[config.mk]
export PLATFORM = sky130hd
export DESIGN_NAME = long_op_top
export DESIGN_NICKNAME = d
export VERILOG_FILES = /design/src/design/long_op_pkg.sv /design/src/design/wb_pkg.sv /design/src/design/div_sqrt_core.sv /design/src/design/div_sqrt_unit.sv /design/src/design/mul_unit.sv /design/src/design/wb_arbiter.sv /design/src/design/long_op_top.sv
export SDC_FILE = /design/constraint.sdc
export NUM_CORES = 1
export LEC_CHECK = 0
export ABC_AREA = 1
export BUFFER_PORTS_ARGS = -buffer_cell sky130_fd_sc_hd__clkbuf_2
export CORE_UTILIZATION = 50
export CTS_BUF_LIST = sky130_fd_sc_hd__clkbuf_8
export DETAILED_ROUTE_END_ITERATION = 16
export PLACE_DENSITY = 0.68
export REMOVE_ABC_BUFFERS = 1
export SYNTH_ARGS = -nofsm -noshare
export SYNTH_HDL_FRONTEND = slang
export SYNTH_SLANG_ARGS = --single-unit
[constraint.sdc]
create_clock -name clk_i -period 6.2 [get_ports clk_i]
set_input_delay 1.24 -clock clk_i [delete_from_list [all_inputs] [get_ports clk_i]]
set_output_delay 1.24 -clock clk_i [all_outputs]
set_load 0.01 [all_outputs]
[src/design/long_op_pkg.sv]
// Long-latency operation encodings.
// Shared by the issue steering, both execution units and the testbench.
package long_op_pkg;

  // operation carried on the issue port.
  typedef enum logic [1:0] {
    OP_DIVU = 2'd0, // unsigned quotient.
    OP_REMU = 2'd1, // unsigned remainder.
    OP_SQRT = 2'd2, // floor of the square root.
    OP_MUL  = 2'd3  // low word of the product.
  } long_op_e;

  // result the divide/square-root core returns.
  typedef enum logic [1:0] {
    SEL_QUOT = 2'd0,
    SEL_REM  = 2'd1,
    SEL_ROOT = 2'd2
  } div_sqrt_sel_e;

endpackage

[src/design/wb_pkg.sv]
// Writeback arbitration definitions.
// Requester count and the fixed requester slot of each unit.
package wb_pkg;

  // units sharing the register-file write port.
  localparam int wb_req_count_gp = 2;

  // requester slots on the arbiter.
  localparam int wb_req_divsqrt_gp = 0;
  localparam int wb_req_mul_gp     = 1;

endpackage

[src/design/div_sqrt_core.sv]
// Iterative divide / square-root core.
// Radix-2 restoring division and bitwise integer square root on one
// remainder register, one shifter and one subtractor.
`timescale 1ns/1ps

module div_sqrt_core
  import long_op_pkg::*;
#(
  parameter int data_width_p = 16
) (
  input  logic                    clk_i,
  input  logic                    reset_i,
  input  logic                    v_i,
  input  div_sqrt_sel_e           sel_i,
  input  logic [data_width_p-1:0] a_i,
  input  logic [data_width_p-1:0] b_i,
  output logic                    ready_o,
  output logic                    v_o,
  output logic [data_width_p-1:0] result_o
);

  localparam int cnt_width_lp = $clog2(data_width_p) + 1;

  logic                    busy_r;
  logic                    v_r;
  div_sqrt_sel_e           sel_r;
  logic [cnt_width_lp-1:0] cnt_r;   // steps left.
  logic [data_width_p-1:0] rem_r;   // partial remainder.
  logic [data_width_p-1:0] shift_r; // operand bits out, quotient bits in.
  logic [data_width_p-1:0] div_r;   // divisor, or the root so far.

  logic                    is_sqrt;
  logic                    accept;
  logic [data_width_p:0]   trial_a;
  logic [data_width_p:0]   trial_b;
  logic [data_width_p+1:0] diff;
  logic                    fits;

  assign is_sqrt = (sel_r == SEL_ROOT);
  assign accept  = v_i & ready_o;
  assign ready_o = ~busy_r;
  assign v_o     = v_r;

  // trial subtraction operands
  always_comb begin
    if (is_sqrt) begin
      trial_a = {rem_r[data_width_p-2:0], shift_r[data_width_p-1 -: 2]}; // two radicand bits.
      trial_b = {div_r[data_width_p-2:0], 2'b01};
    end else begin
      trial_a = {rem_r, shift_r[data_width_p-1]};
      trial_b = {1'b0, div_r};
    end
  end

  assign diff = {1'b0, trial_a} - {1'b0, trial_b};
  assign fits = ~diff[data_width_p+1]; // no borrow.

  always_ff @(posedge clk_i) begin
    if (reset_i) begin
      busy_r <= 1'b0;
      v_r    <= 1'b0;
      sel_r  <= SEL_QUOT;
      cnt_r  <= '0;
    end else begin
      v_r <= 1'b0;
      if (accept) begin
        sel_r <= sel_i;
        if (sel_i != SEL_ROOT && b_i == '0) begin
          v_r <= 1'b1; // zero divisor finishes at once.
        end else begin
          busy_r <= 1'b1;
          cnt_r  <= (sel_i == SEL_ROOT) ? cnt_width_lp'(data_width_p / 2)
                                        : cnt_width_lp'(data_width_p);
        end
      end else if (busy_r) begin
        cnt_r <= cnt_r - 1'b1;
        if (cnt_r == cnt_width_lp'(1)) begin
          busy_r <= 1'b0;
          v_r    <= 1'b1;
        end
      end
    end
  end

  always_ff @(posedge clk_i) begin
    if (accept) begin
      rem_r   <= (sel_i != SEL_ROOT && b_i == '0) ? a_i : '0; // riscv: rem is the dividend.
      shift_r <= (sel_i != SEL_ROOT && b_i == '0) ? '1 : a_i;  // riscv: quotient all ones.
      div_r   <= (sel_i == SEL_ROOT) ? '0 : b_i;
    end else if (busy_r) begin
      rem_r <= fits ? diff[data_width_p-1:0] : trial_a[data_width_p-1:0];
      if (is_sqrt) begin
        shift_r <= {shift_r[data_width_p-3:0], 2'b00};
        div_r   <= {div_r[data_width_p-2:0], fits};
      end else begin
        shift_r <= {shift_r[data_width_p-2:0], fits};
      end
    end
  end

  always_comb begin
    case (sel_r)
      SEL_REM:  result_o = rem_r;
      SEL_ROOT: result_o = div_r;
      default:  result_o = shift_r;
    endcase
  end

endmodule

[src/design/div_sqrt_unit.sv]
// Divide / square-root execution unit.
// Idle/busy/done control around the iterative core, with tag capture
// and a result held for the writeback arbiter until yumi.
`timescale 1ns/1ps

module div_sqrt_unit
  import long_op_pkg::*;
#(
  parameter int data_width_p     = 16,
  parameter int reg_addr_width_p = 5
) (
  input  logic                        clk_i,
  input  logic                        reset_i,
  input  logic                        v_i,
  input  long_op_e                    op_i,
  input  logic [reg_addr_width_p-1:0] rd_i,
  input  logic [data_width_p-1:0]     rs1_i,
  input  logic [data_width_p-1:0]     rs2_i,
  input  logic                        yumi_i,
  output logic                        ready_o,
  output logic                        v_o,
  output logic [reg_addr_width_p-1:0] rd_o,
  output logic [data_width_p-1:0]     result_o
);

  typedef enum logic [1:0] {
    IDLE,
    BUSY,
    DONE
  } state_e;

  state_e                      state_r;
  state_e                      state_n;
  logic [reg_addr_width_p-1:0] rd_r;
  logic                        core_ready;
  logic                        core_v_li;
  logic                        core_v_lo;
  div_sqrt_sel_e               sel;

  always_comb begin
    case (op_i)
      OP_REMU: sel = SEL_REM;
      OP_SQRT: sel = SEL_ROOT;
      default: sel = SEL_QUOT;
    endcase
  end

  div_sqrt_core #(
    .data_width_p(data_width_p)
  ) core (
    .clk_i(clk_i),
    .reset_i(reset_i),
    .v_i(core_v_li),
    .sel_i(sel),
    .a_i(rs1_i),
    .b_i(rs2_i),
    .ready_o(core_ready),
    .v_o(core_v_lo),
    .result_o(result_o) // stable until the next accept.
  );

  always_comb begin
    state_n   = state_r;
    ready_o   = 1'b0;
    core_v_li = 1'b0;
    v_o       = 1'b0;
    case (state_r)
      IDLE: begin
        ready_o   = core_ready;
        core_v_li = v_i;
        if (v_i && core_ready) state_n = BUSY;
      end
      BUSY: begin
        if (core_v_lo) begin // core pulses once.
          v_o     = 1'b1;
          state_n = yumi_i ? IDLE : DONE;
        end
      end
      DONE: begin
        v_o     = 1'b1;
        state_n = yumi_i ? IDLE : DONE;
      end
      default: state_n = IDLE;
    endcase
  end

  always_ff @(posedge clk_i) begin
    if (reset_i) state_r <= IDLE;
    else state_r <= state_n;
  end

  always_ff @(posedge clk_i) begin
    if (ready_o && v_i) rd_r <= rd_i; // tag follows the op.
  end

  assign rd_o = rd_r;

endmodule

[src/design/mul_unit.sv]
// Shift-add multiplier unit.
// One partial product per cycle into a low-word accumulator, with the
// same idle/busy/done handshake and tag capture as the divide unit.
`timescale 1ns/1ps

module mul_unit #(
  parameter int data_width_p     = 16,
  parameter int reg_addr_width_p = 5
) (
  input  logic                        clk_i,
  input  logic                        reset_i,
  input  logic                        v_i,
  input  logic [reg_addr_width_p-1:0] rd_i,
  input  logic [data_width_p-1:0]     rs1_i,
  input  logic [data_width_p-1:0]     rs2_i,
  input  logic                        yumi_i,
  output logic                        ready_o,
  output logic                        v_o,
  output logic [reg_addr_width_p-1:0] rd_o,
  output logic [data_width_p-1:0]     result_o
);

  localparam int cnt_width_lp = $clog2(data_width_p) + 1;

  typedef enum logic [1:0] {
    IDLE,
    BUSY,
    DONE
  } state_e;

  state_e                      state_r;
  logic [cnt_width_lp-1:0]     cnt_r;
  logic [data_width_p-1:0]     mcand_r;  // shifts left each step.
  logic [data_width_p-1:0]     mplier_r; // shifts right each step.
  logic [data_width_p-1:0]     acc_r;
  logic [reg_addr_width_p-1:0] rd_r;

  assign ready_o  = (state_r == IDLE);
  assign v_o      = (state_r == DONE);
  assign rd_o     = rd_r;
  assign result_o = acc_r;

  always_ff @(posedge clk_i) begin
    if (reset_i) begin
      state_r <= IDLE;
      cnt_r   <= '0;
    end else begin
      case (state_r)
        IDLE: begin
          if (v_i) begin
            state_r <= BUSY;
            cnt_r   <= cnt_width_lp'(data_width_p);
          end
        end
        BUSY: begin
          cnt_r <= cnt_r - 1'b1;
          if (cnt_r == cnt_width_lp'(1)) state_r <= DONE;
        end
        DONE:    if (yumi_i) state_r <= IDLE;
        default: state_r <= IDLE;
      endcase
    end
  end

  always_ff @(posedge clk_i) begin
    if (ready_o && v_i) begin
      mcand_r  <= rs1_i;
      mplier_r <= rs2_i;
      acc_r    <= '0;
      rd_r     <= rd_i;
    end else if (state_r == BUSY) begin
      if (mplier_r[0]) acc_r <= acc_r + mcand_r; // carries above the low word drop out.
      mcand_r  <= mcand_r << 1;
      mplier_r <= mplier_r >> 1;
    end
  end

endmodule

[src/design/wb_arbiter.sv]
// Round-robin writeback arbiter.
// Grants the single register-file write port to one unit at a time and
// keeps a pending grant fixed while the port is stalled.
`timescale 1ns/1ps

module wb_arbiter
  import wb_pkg::*;
(
  input  logic                       clk_i,
  input  logic                       reset_i,
  input  logic [wb_req_count_gp-1:0] req_i,
  input  logic                       wb_ready_i,
  output logic [wb_req_count_gp-1:0] grant_o,
  output logic [wb_req_count_gp-1:0] yumi_o
);

  localparam int idx_width_lp = $clog2(wb_req_count_gp);

  logic [idx_width_lp-1:0] last_r;     // last requester served.
  logic [idx_width_lp-1:0] hold_idx_r;
  logic                    hold_r;     // grant given but not yet taken.
  logic [idx_width_lp-1:0] win_idx;
  logic                    found;

  // search starts just after the last served requester
  always_comb begin
    win_idx = last_r;
    found   = 1'b0;
    for (int i = 1; i <= wb_req_count_gp; i++) begin
      if (!found && req_i[(int'(last_r) + i) % wb_req_count_gp]) begin
        win_idx = idx_width_lp'((int'(last_r) + i) % wb_req_count_gp);
        found   = 1'b1;
      end
    end
    if (hold_r) begin
      win_idx = hold_idx_r; // data must not change under a stall.
      found   = req_i[hold_idx_r];
    end
  end

  assign grant_o = wb_req_count_gp'(found) << win_idx;
  assign yumi_o  = grant_o & {wb_req_count_gp{wb_ready_i}};

  always_ff @(posedge clk_i) begin
    if (reset_i) begin
      last_r     <= idx_width_lp'(wb_req_mul_gp); // divide side wins the first conflict.
      hold_r     <= 1'b0;
      hold_idx_r <= '0;
    end else begin
      hold_r     <= found & ~wb_ready_i;
      hold_idx_r <= win_idx;
      if (found && wb_ready_i) last_r <= win_idx;
    end
  end

endmodule

[src/design/long_op_top.sv]
// Long-latency execution block.
// Steers each issued op to the divide/sqrt unit or the multiplier and
// merges their results onto one writeback port through the arbiter.
`timescale 1ns/1ps

module long_op_top
  import long_op_pkg::*;
  import wb_pkg::*;
#(
  parameter int data_width_p     = 16,
  parameter int reg_addr_width_p = 5
) (
  input  logic                        clk_i,
  input  logic                        reset_i,
  input  logic                        v_i,
  input  long_op_e                    op_i,
  input  logic [reg_addr_width_p-1:0] rd_i,
  input  logic [data_width_p-1:0]     rs1_i,
  input  logic [data_width_p-1:0]     rs2_i,
  output logic                        ready_o,
  output logic                        wb_v_o,
  output logic [reg_addr_width_p-1:0] wb_rd_o,
  output logic [data_width_p-1:0]     wb_data_o,
  input  logic                        wb_ready_i
);

  logic                        is_mul;
  logic                        div_ready, mul_ready;
  logic [reg_addr_width_p-1:0] div_rd, mul_rd;
  logic [data_width_p-1:0]     div_result, mul_result;
  logic [wb_req_count_gp-1:0]  req, grant, yumi;

  assign is_mul  = (op_i == OP_MUL);
  assign ready_o = is_mul ? mul_ready : div_ready; // owner's ready only.

  div_sqrt_unit #(
    .data_width_p(data_width_p),
    .reg_addr_width_p(reg_addr_width_p)
  ) div_sqrt (
    .clk_i(clk_i), .reset_i(reset_i),
    .v_i(v_i & ~is_mul), .op_i(op_i), .rd_i(rd_i), .rs1_i(rs1_i), .rs2_i(rs2_i),
    .yumi_i(yumi[wb_req_divsqrt_gp]), .ready_o(div_ready),
    .v_o(req[wb_req_divsqrt_gp]), .rd_o(div_rd), .result_o(div_result)
  );

  mul_unit #(
    .data_width_p(data_width_p),
    .reg_addr_width_p(reg_addr_width_p)
  ) mul (
    .clk_i(clk_i), .reset_i(reset_i),
    .v_i(v_i & is_mul), .rd_i(rd_i), .rs1_i(rs1_i), .rs2_i(rs2_i),
    .yumi_i(yumi[wb_req_mul_gp]), .ready_o(mul_ready),
    .v_o(req[wb_req_mul_gp]), .rd_o(mul_rd), .result_o(mul_result)
  );

  wb_arbiter arb (
    .clk_i(clk_i), .reset_i(reset_i),
    .req_i(req), .wb_ready_i(wb_ready_i),
    .grant_o(grant), .yumi_o(yumi)
  );

  assign wb_v_o    = |req;
  assign wb_rd_o   = grant[wb_req_mul_gp] ? mul_rd : div_rd;
  assign wb_data_o = grant[wb_req_mul_gp] ? mul_result : div_result;

endmodule

==> flow_summary.json, run 1 <==
{
  "wl_um": 22600,
  "fin_crit_sh_pct": 68.0,
  "fmax_mhz": 237,
  "clock_latency_ps": 450,
  "critPathArrivalTime_ps": 2970,
  "place_hpwl_um": 17200,
  "firstDrtPassIters": 5,
  "fin_crit_ps": 4210,
  "ys_top_cells_by_count": "nand2_1 (346), inv_1 (173), o21ai_0 (117), edfxtp_1 (90), nor2_1 (67)",
  "core.rowCount": 47,
  "gr-total-overflow": 0,
  "power_density_mw_per_mm2": 499,
  "cts_sinks": 127,
  "syn_area_mm2": 0.00867,
  "grt_pass1_vias": 7242,
  "synth_cells": 1178,
  "drc_errors": 0,
  "yosysUniqueCellTypes": 42,
  "cts_tree": "done",
  "nets": 1313,
  "area_growth_pct": 10.0,
  "fp.dieW_um": 134,
  "holdWs_ps": 465,
  "status": "finished, final reports clean",
  "ant_nets": 0,
  "antenna_found_initial": 0,
  "drv_cap": 0,
  "gp_congestion": 0.939,
  "groute.usage.overall_pct": 26.2,
  "grt_max_degree": 63,
  "ir_worst_vdd_mv": 0.237,
  "synthTopCellsByArea": "edfxtp_1 (31%), nand2_1 (15%), dfxtp_1 (8.5%), inv_1 (7.5%), o21ai_0 (6.8%)",
  "wire_per_inst_um": 15.5,
  "grt_pass1_wl_um": 36300,
  "slew_viol_final": 0,
  "diodes": 0,
  "start_util_pct": 51.7,
  "cts_buffer_depth": 2,
  "yosysTopAreaCell": "edfxtp_1",
  "yosysTopAreaCellShare_pct": 31.2,
  "fin_skew_ps": 23.3,
  "tightest_slew_ps": 1120,
  "start_kind": "register",
  "ys_seq_area_share_pct": 39.7,
  "synth_ff_type": "edfxtp_1",
  "postCtsSetupBuffers": 0,
  "htreeDepth": 4,
  "portBuffers": 65,
  "die_h_um": 134,
  "synth_seq_cells": 127,
  "die_area_mm2": 0.0179,
  "drive_gt1_share_pct": 11.3,
  "vias": 7957,
  "rsz0062_at_grt": "no",
  "syn_area_per_cell_um2": 7.36,
  "ctsHoldBuffers": 0,
  "synthArstFlopShare_pct": 0,
  "cts_inserted_buffers": 17,
  "first_iter_violations": 689,
  "clk_pin_slew_ps": 80,
  "critPathMaxFanout": 37,
  "crit_path_end_kind": "output port",
  "vias_per_cell": 5.46,
  "setup-violations-final": 0,
  "cp.required_ps": 4960,
  "synthMostInstantiatedCell": "nand2_1",
  "yosysWarnings": 0,
  "leakage_nw": 4.54,
  "clock-root-buffer": "clkbuf_8",
  "post-route-util_pct": 56.9,
  "core_region_area_mm2": 0.0168,
  "hold_viol_final": 0,
  "hp-class": "register to register",
  "synth-edff-count": 90,
  "post_cts_resized": 0,
  "io_pins": 66,
  "max-slew-margin-rel_pct": 25.4,
  "fin_setup_tns_ps": 0,
  "worstSetupPathType": "register to output port"
}
[metrics by stage]
step	setup WS (ps)	area, µm²	instances	total power, W
5_1_grt	1750	9540	1458	0.00515
3_3_place_gp	2550	9120	1426	0.00394
3_5_place_dp	2410	9120	1426	0.00397
4_1_cts	1980	9540	1458	0.00474
6_report	1990	9540	1458	0.00476
2_1_floorplan	1420	8460	1136	0.00326
[critical path, stage by stage, from the launching register on]
cell	delay (ps)
dfxtp_1	380
inv_1	100
ha_1	290
inv_1	60
nor2_1	170
nand2_1	80
nand2_1	130
nand3_2	640
a31oi_1	490
clkbuf_2	190
[cell usage in the layout, fill, tap and decap left out, types with 4 or more instances in the layout]
cell	netlist	layout
mux2i_1	12	12
clkinv_2	0	4
a31oi_1	15	15
nor3_1	7	7
clkbuf_2	1	65
ha_1	43	42
xor2_1	9	9
nand2_2	6	6
dfxtp_1	37	37
o21bai_1	8	8
nand3_1	62	62
nand4_1	24	24
nor2_1	67	66
xnor2_1	5	5
clkbuf_8	0	18
o22ai_1	28	28
mux2_2	5	5
inv_1	173	174
nand2_1	346	346
edfxtp_1	90	90
a21oi_1	41	41
inv_2	9	9
nand3_2	4	4
o21ai_0	117	115
buf_4	4	5
[layer usage]
layer | routed length (µm) | track usage, % | up-vias
li1 | - | - | 3987
met1 | 10300 | 36.2 | 3638
met2 | 10200 | 41.2 | 300
met3 | 1740 | 5.29 | 32
met4 | 386 | 8.14 | 0
met5 | 0 | 0 | -
[state kept, by name, summed over array words and instances, names as in the netlist, 5 cells and up]
register,cells
div_sqrt.core.div_r,16
mul.rd_o,5
div_sqrt.core.shift_r,16
div_sqrt.rd_o,5
mul.mplier_r,16
div_sqrt.core.rem_r,16
mul.mcand_r,16
div_sqrt.core.cnt_r,5
mul.result_o,16
mul.cnt_r,5
[logic make-up (layout without fill, tap and decap cells)]
family / Yosys count / in the layout / synth area share (%)
compound gates: 219 / 219 / 13.8
buf+inv: 225 / 285 / 10.3
mux: 17 / 17 / 2.04
xor+xnor: 14 / 14 / 1.41
fa+ha+maj: 45 / 45 / 6.67
flops: 127 / 127 / 39.7
simple gates: 531 / 531 / 26.1
[layout make-up]
class / count / area [µm²]
inverter: 183 / 687
clock buffer: 18 / 248
clock inverter: 14 / 164
fill: 1598 / 7220
multi-input combinational: 826 / 4360
timing repair buffer: 70 / 363
sequential: 127 / 3440
tap: 220 / 275
[power by group]
part           total [W]  switching (W)  internal, W
clock network   0.000758       0.000350     0.000408
registers        0.00137       0.000138      0.00123
logic            0.00263        0.00173     0.000905
[final timing paths]
check / from / endpoint / slack [ps] / depth (start not counted)
max reg2reg: div_sqrt.core.sel_r[0] / div_sqrt.core.rem_r[15] / 2350 / 19
min: div_sqrt.core.cnt_r[1] / div_sqrt.core.cnt_r[1] / 470 / 2
min reg2reg: div_sqrt.core.cnt_r[1] / div_sqrt.core.cnt_r[1] / 470 / 2
max: div_sqrt.state_r[0] / wb_data_o[8] / 1990 / 9
Note: power is estimated with default switching activity, not from simulation.
==> run 2: changes to the inputs <==
Clock period 6.2 ns to 4.3 ns, I/O delays scaled along.
==> run 2 against run 1 <==
  * Combinational power rose by 46%
  * Clock skew fell by 13 ps
  * Sequential share of layout area fell by 0.12 points
  * Core utilization rose by 0.19 points
  * Via count fell by 1.3%
  * Critical path depth did not move
  * Clock power rose by 45%
  * Die area did not move
  * Flip-flop and latch count did not move
  * Largest cell class unchanged
  * Count of clock-buffer cells in the layout fell by 1
  * Global-route usage rose by 0.28 points
  * Power rose by 45%
==> flow_summary.json, run 2 (synthesized netlist as in run 1, its figures left out) <==
{
  "status": "finished, final reports clean",
  "grt_max_degree": 63,
  "vias_per_cell": 5.37,
  "grt_pass1_wl_um": 36700,
  "layout_common_cells": "nand2_1 (346), inv_1 (173), o21ai_0 (115), edfxtp_1 (90), nor2_1 (66)",
  "cp.required_ps": 3440,
  "htreeDepth": 4,
  "groute.usage.overall_pct": 26.5,
  "place_hpwl_um": 17300,
  "clock-root-buffer": "clkbuf_8",
  "holdWs_ps": 467,
  "vias": 7855,
  "cts_sinks": 127,
  "drc_errors": 0,
  "nets": 1318,
  "fin_skew_ps": 10.6,
  "start_kind": "register",
  "critPathMaxFanout": 33,
  "fp.dieW_um": 134,
  "ir_worst_vdd_mv": 0.308,
  "start_util_pct": 51.7,
  "die_area_mm2": 0.0179,
  "crit_path_end_kind": "output port",
  "gp_congestion": 0.974,
  "hp-class": "register to register",
  "cts_buffer_depth": 2,
  "rsz0062_at_grt": "no",
  "power_density_mw_per_mm2": 721,
  "setup_slack_ps": 570,
  "post_cts_resized": 0,
  "postCtsSetupBuffers": 0,
  "die_h_um": 134,
  "wl_um": 22800,
  "ctsHoldBuffers": 0,
  "fin_crit_sh_pct": 86.7,
  "core_region_area_mm2": 0.0168,
  "cts_tree": "done",
  "area_growth_pct": 10.4,
  "fin_crit_ps": 3730,
  "drive_gt1_share_pct": 11.7,
  "first_iter_violations": 750,
  "io_pins": 66,
  "max-slew-margin-rel_pct": 36.4,
  "firstDrtPassIters": 5,
  "worstSetupPathType": "register to output port",
  "fmax_mhz": 268,
  "slew_viol_final": 0,
  "clock_latency_ps": 460,
  "ant_nets": 0,
  "critPathArrivalTime_ps": 2870,
  "antenna_found_initial": 0,
  "leakage_nw": 4.56,
  "tightest_slew_ps": 953,
  "portBuffers": 65,
  "final_common_cell": "nand2_1",
  "hold_viol_final": 0,
  "wire_per_inst_um": 15.6,
  "drv_cap": 0,
  "clk_pin_slew_ps": 80,
  "cts_inserted_buffers": 17,
  "diodes": 0,
  "gr-total-overflow": 0,
  "core.rowCount": 47,
  "setup-violations-final": 0,
  "post-place-ws_ps": 856,
  "grt_pass1_vias": 7352
}
run 2: changes by cell type in the layout (fill, tap and decap cells not counted):
cell / before / now
clkinv_2: 4 / 1
clkinvlp_4: 2 / 0
inv_6: 3 / 4
inv_8: 0 / 3
inv_4: 0 / 2
clkinv_4: 1 / 3
buf_4: 5 / 10
bufinv_16: 3 / 2
clkbuf_8: 18 / 17
inv_1: 174 / 173
run 2: routing by layer:
metal | up-vias | share of wire (%) | GRT usage, %
met4 | 0 | 1.6 | 8.90
met1 | 3578 | 46 | 36.2
met3 | 36 | 6.7 | 5.71
li1 | 4002 | - | -
met2 | 239 | 45 | 41.5
met5 | - | 0 | 0
run 2: critical path, cell delays in order (launching register included):
cell and delay, ps:
dfxtp_1 390, inv_1 80, ha_1 270, inv_1 50
nor2_1 130, nand2_1 60, nand2_1 120, nand3_2 590
a31oi_1 520, clkbuf_2 190
run 2: layout make-up:
class	instances	area [µm²]
inverters	183	687
fillers	1640	7190
flip-flops and latches	127	3440
repair buffers	75	400
clock inverters	15	173
clock buffers	17	234
well taps	220	275
multi-input cells	826	4360
run 2: final timing paths:
path | startpoint | to | slack, ps | cells past startpoint
hold reg to reg | div_sqrt.core.cnt_r[1] | div_sqrt.core.cnt_r[1] | 470 | 2
setup / recovery | div_sqrt.state_r[1] | wb_data_o[8] | 570 | 9
hold / removal | div_sqrt.core.cnt_r[1] | div_sqrt.core.cnt_r[1] | 470 | 2
setup reg to reg | div_sqrt.core.sel_r[0] | div_sqrt.core.rem_r[15] | 710 | 19
run 2: per-stage QoR:
step	setup TNS [ps]	instance area, µm²	utilization [%]	total power, W	cells
final	0	9570	57.1	0.00690	1463
after global routing	0	9570	57.1	0.00750	1463
after CTS	0	9570	57.1	0.00686	1463
after detailed placement	0	9160	54.7	0.00576	1431
after global placement	0	9160	54.7	0.00572	1431
after floorplan	-300	8460	-	0.00470	1136
run 2: power breakdown:
part | switching [W] | total [W] | internal, W
clock network | 0.000560 | 0.00110 | 0.000535
logic | 0.00251 | 0.00383 | 0.00133
registers | 0.000193 | 0.00197 | 0.00178
==> run 3: changes to the inputs <==
--- a/constraint.sdc
+++ b/constraint.sdc
@@ -3,2 +3,2 @@
 set_output_delay 0.86 -clock clk_i [all_outputs]
-set_load 0.01 [all_outputs]
+set_load 0.05 [all_outputs]
==> run 3 against run 2 <==
  * Hold slack better by 0.98 ps
  * Register-to-register slack better by 20 ps
  * Critical path depth up 1
  * Clock power up 5%
  * First-iteration DRC count up 2.5%
  * Cell count unchanged
  * Die area unchanged
  * Sequential share of layout area down 0.14 points
  * Critical endpoint is now wb_data_o[12]
==> flow_summary.json, run 3 (synthesized netlist as in run 1, its figures left out) <==
{
  "status": "finished, final reports clean",
  "ant_nets": 0,
  "die_h_um": 134,
  "post-place-ws_ps": 813,
  "worstSetupPathType": "register to output port",
  "tightest_slew_ps": 950,
  "clock-root-buffer": "clkbuf_8",
  "cts_buffer_depth": 2,
  "htreeDepth": 4,
  "clk_pin_slew_ps": 80,
  "first_iter_violations": 769,
  "wl_um": 22500,
  "antenna_found_initial": 0,
  "cp.required_ps": 3440,
  "wire_per_inst_um": 15.4,
  "power_density_mw_per_mm2": 767,
  "grt_pass1_vias": 7251,
  "slew_viol_final": 0,
  "die_area_mm2": 0.0179,
  "final_common_cell": "nand2_1",
  "finalPower_w": 0.00737,
  "fin_crit_sh_pct": 89.0,
  "cts_tree": "done",
  "drv_cap": 0,
  "fin_skew_ps": 16.6,
  "vias_per_cell": 5.42,
  "rsz0062_at_grt": "no",
  "cts_inserted_buffers": 17,
  "portBuffers": 65,
  "cts_sinks": 127,
  "gr-total-overflow": 0,
  "vias": 7923,
  "setup_slack_ps": 472,
  "start_util_pct": 51.7,
  "io_pins": 66,
  "drc_errors": 0,
  "place_hpwl_um": 17200,
  "critPathMaxFanout": 27,
  "clock_latency_ps": 450,
  "core_region_area_mm2": 0.0168,
  "postCtsSetupBuffers": 0,
  "nets": 1318,
  "critPathArrivalTime_ps": 2970,
  "gp_congestion": 0.912,
  "hold_viol_final": 0,
  "diodes": 0,
  "grt_pass1_wl_um": 36100,
  "hp-class": "register to register",
  "leakage_nw": 4.57,
  "max-slew-margin-rel_pct": 36.6,
  "grt_max_degree": 63,
  "holdWs_ps": 468,
  "start_kind": "register",
  "fin_crit_ps": 3830,
  "ctsHoldBuffers": 0,
  "ir_worst_vdd_mv": 0.541,
  "fmax_mhz": 261,
  "crit_path_end_kind": "output port",
  "layout_common_cells": "nand2_1 (346), inv_1 (174), o21ai_0 (115), edfxtp_1 (90), nor2_1 (66)",
  "drive_gt1_share_pct": 11.7,
  "groute.usage.overall_pct": 26.2,
  "firstDrtPassIters": 5,
  "core.rowCount": 47,
  "fp.dieW_um": 134,
  "setup-violations-final": 0,
  "area_growth_pct": 10.8,
  "post_cts_resized": 0
}
run 3: cell types whose count changed in the layout (fill, tap and decap cells not counted), sizes merged:
cell      before  now
inv          191  186
clkinvlp       0    3
bufinv         2    4
run 3: layout make-up:
class / instances / area (µm²)
Clock buffer: 17 / 234
Clock inverter: 15 / 210
Fill cell: 1660 / 7150
Inverter: 183 / 687
Multi-Input combinational cell: 826 / 4360
Sequential cell: 127 / 3440
Tap cell: 220 / 275
Timing Repair Buffer: 75 / 400
run 3: metal layers:
metal	up-vias	GRT usage [%]	share of wire [%]	wire length (µm)
met4	0	7.20	1.4	312
met5	-	0	0	0
met1	3644	36.7	46	10400
met3	24	4.53	6.6	1480
li1	4000	-	-	-
met2	255	41.5	46	10300
run 3: stage by stage:
stage / cells / area, µm² / utilization (%) / setup TNS [ps]
6_report: 1463 / 9610 / 57.3 / 0
5_1_grt: 1463 / 9610 / 57.3 / 0
3_5_place_dp: 1431 / 9160 / 54.7 / 0
4_1_cts: 1463 / 9610 / 57.3 / 0
2_1_floorplan: 1136 / 8460 / - / -300
3_3_place_gp: 1431 / 9160 / 54.7 / 0
run 3: final timing paths:
| check | from | endpoint | slack (ps) | cells past startpoint |
|---|---|---|---|---|
| setup / recovery | div_sqrt.state_r[0] | wb_data_o[12] | 470 | 10 |
| hold reg to reg | div_sqrt.core.cnt_r[1] | div_sqrt.core.cnt_r[1] | 470 | 2 |
| setup reg to reg | div_sqrt.core.sel_r[0] | div_sqrt.core.rem_r[15] | 730 | 19 |
| hold / removal | div_sqrt.core.cnt_r[1] | div_sqrt.core.cnt_r[1] | 470 | 2 |
run 3: worst max-delay path, stage by stage, from the launching register on:
cell and delay, ps:
dfxtp_1 360, inv_1 90, ha_1 280, inv_1 60, nor2_1 150, nand2_1 70, nand2_1 120, nand3_2 490
buf_4 400, a31oi_1 190, clkbuf_2 320
run 3: power by group:
group	switching (W)	internal [W]	leakage (nW)	total [W]
registers	0.000200	0.00178	1.16	0.00198
clock network	0.000519	0.000639	0.216	0.00116
logic	0.00290	0.00133	3.19	0.00423
total	0.00362	0.00375	4.57	0.00737
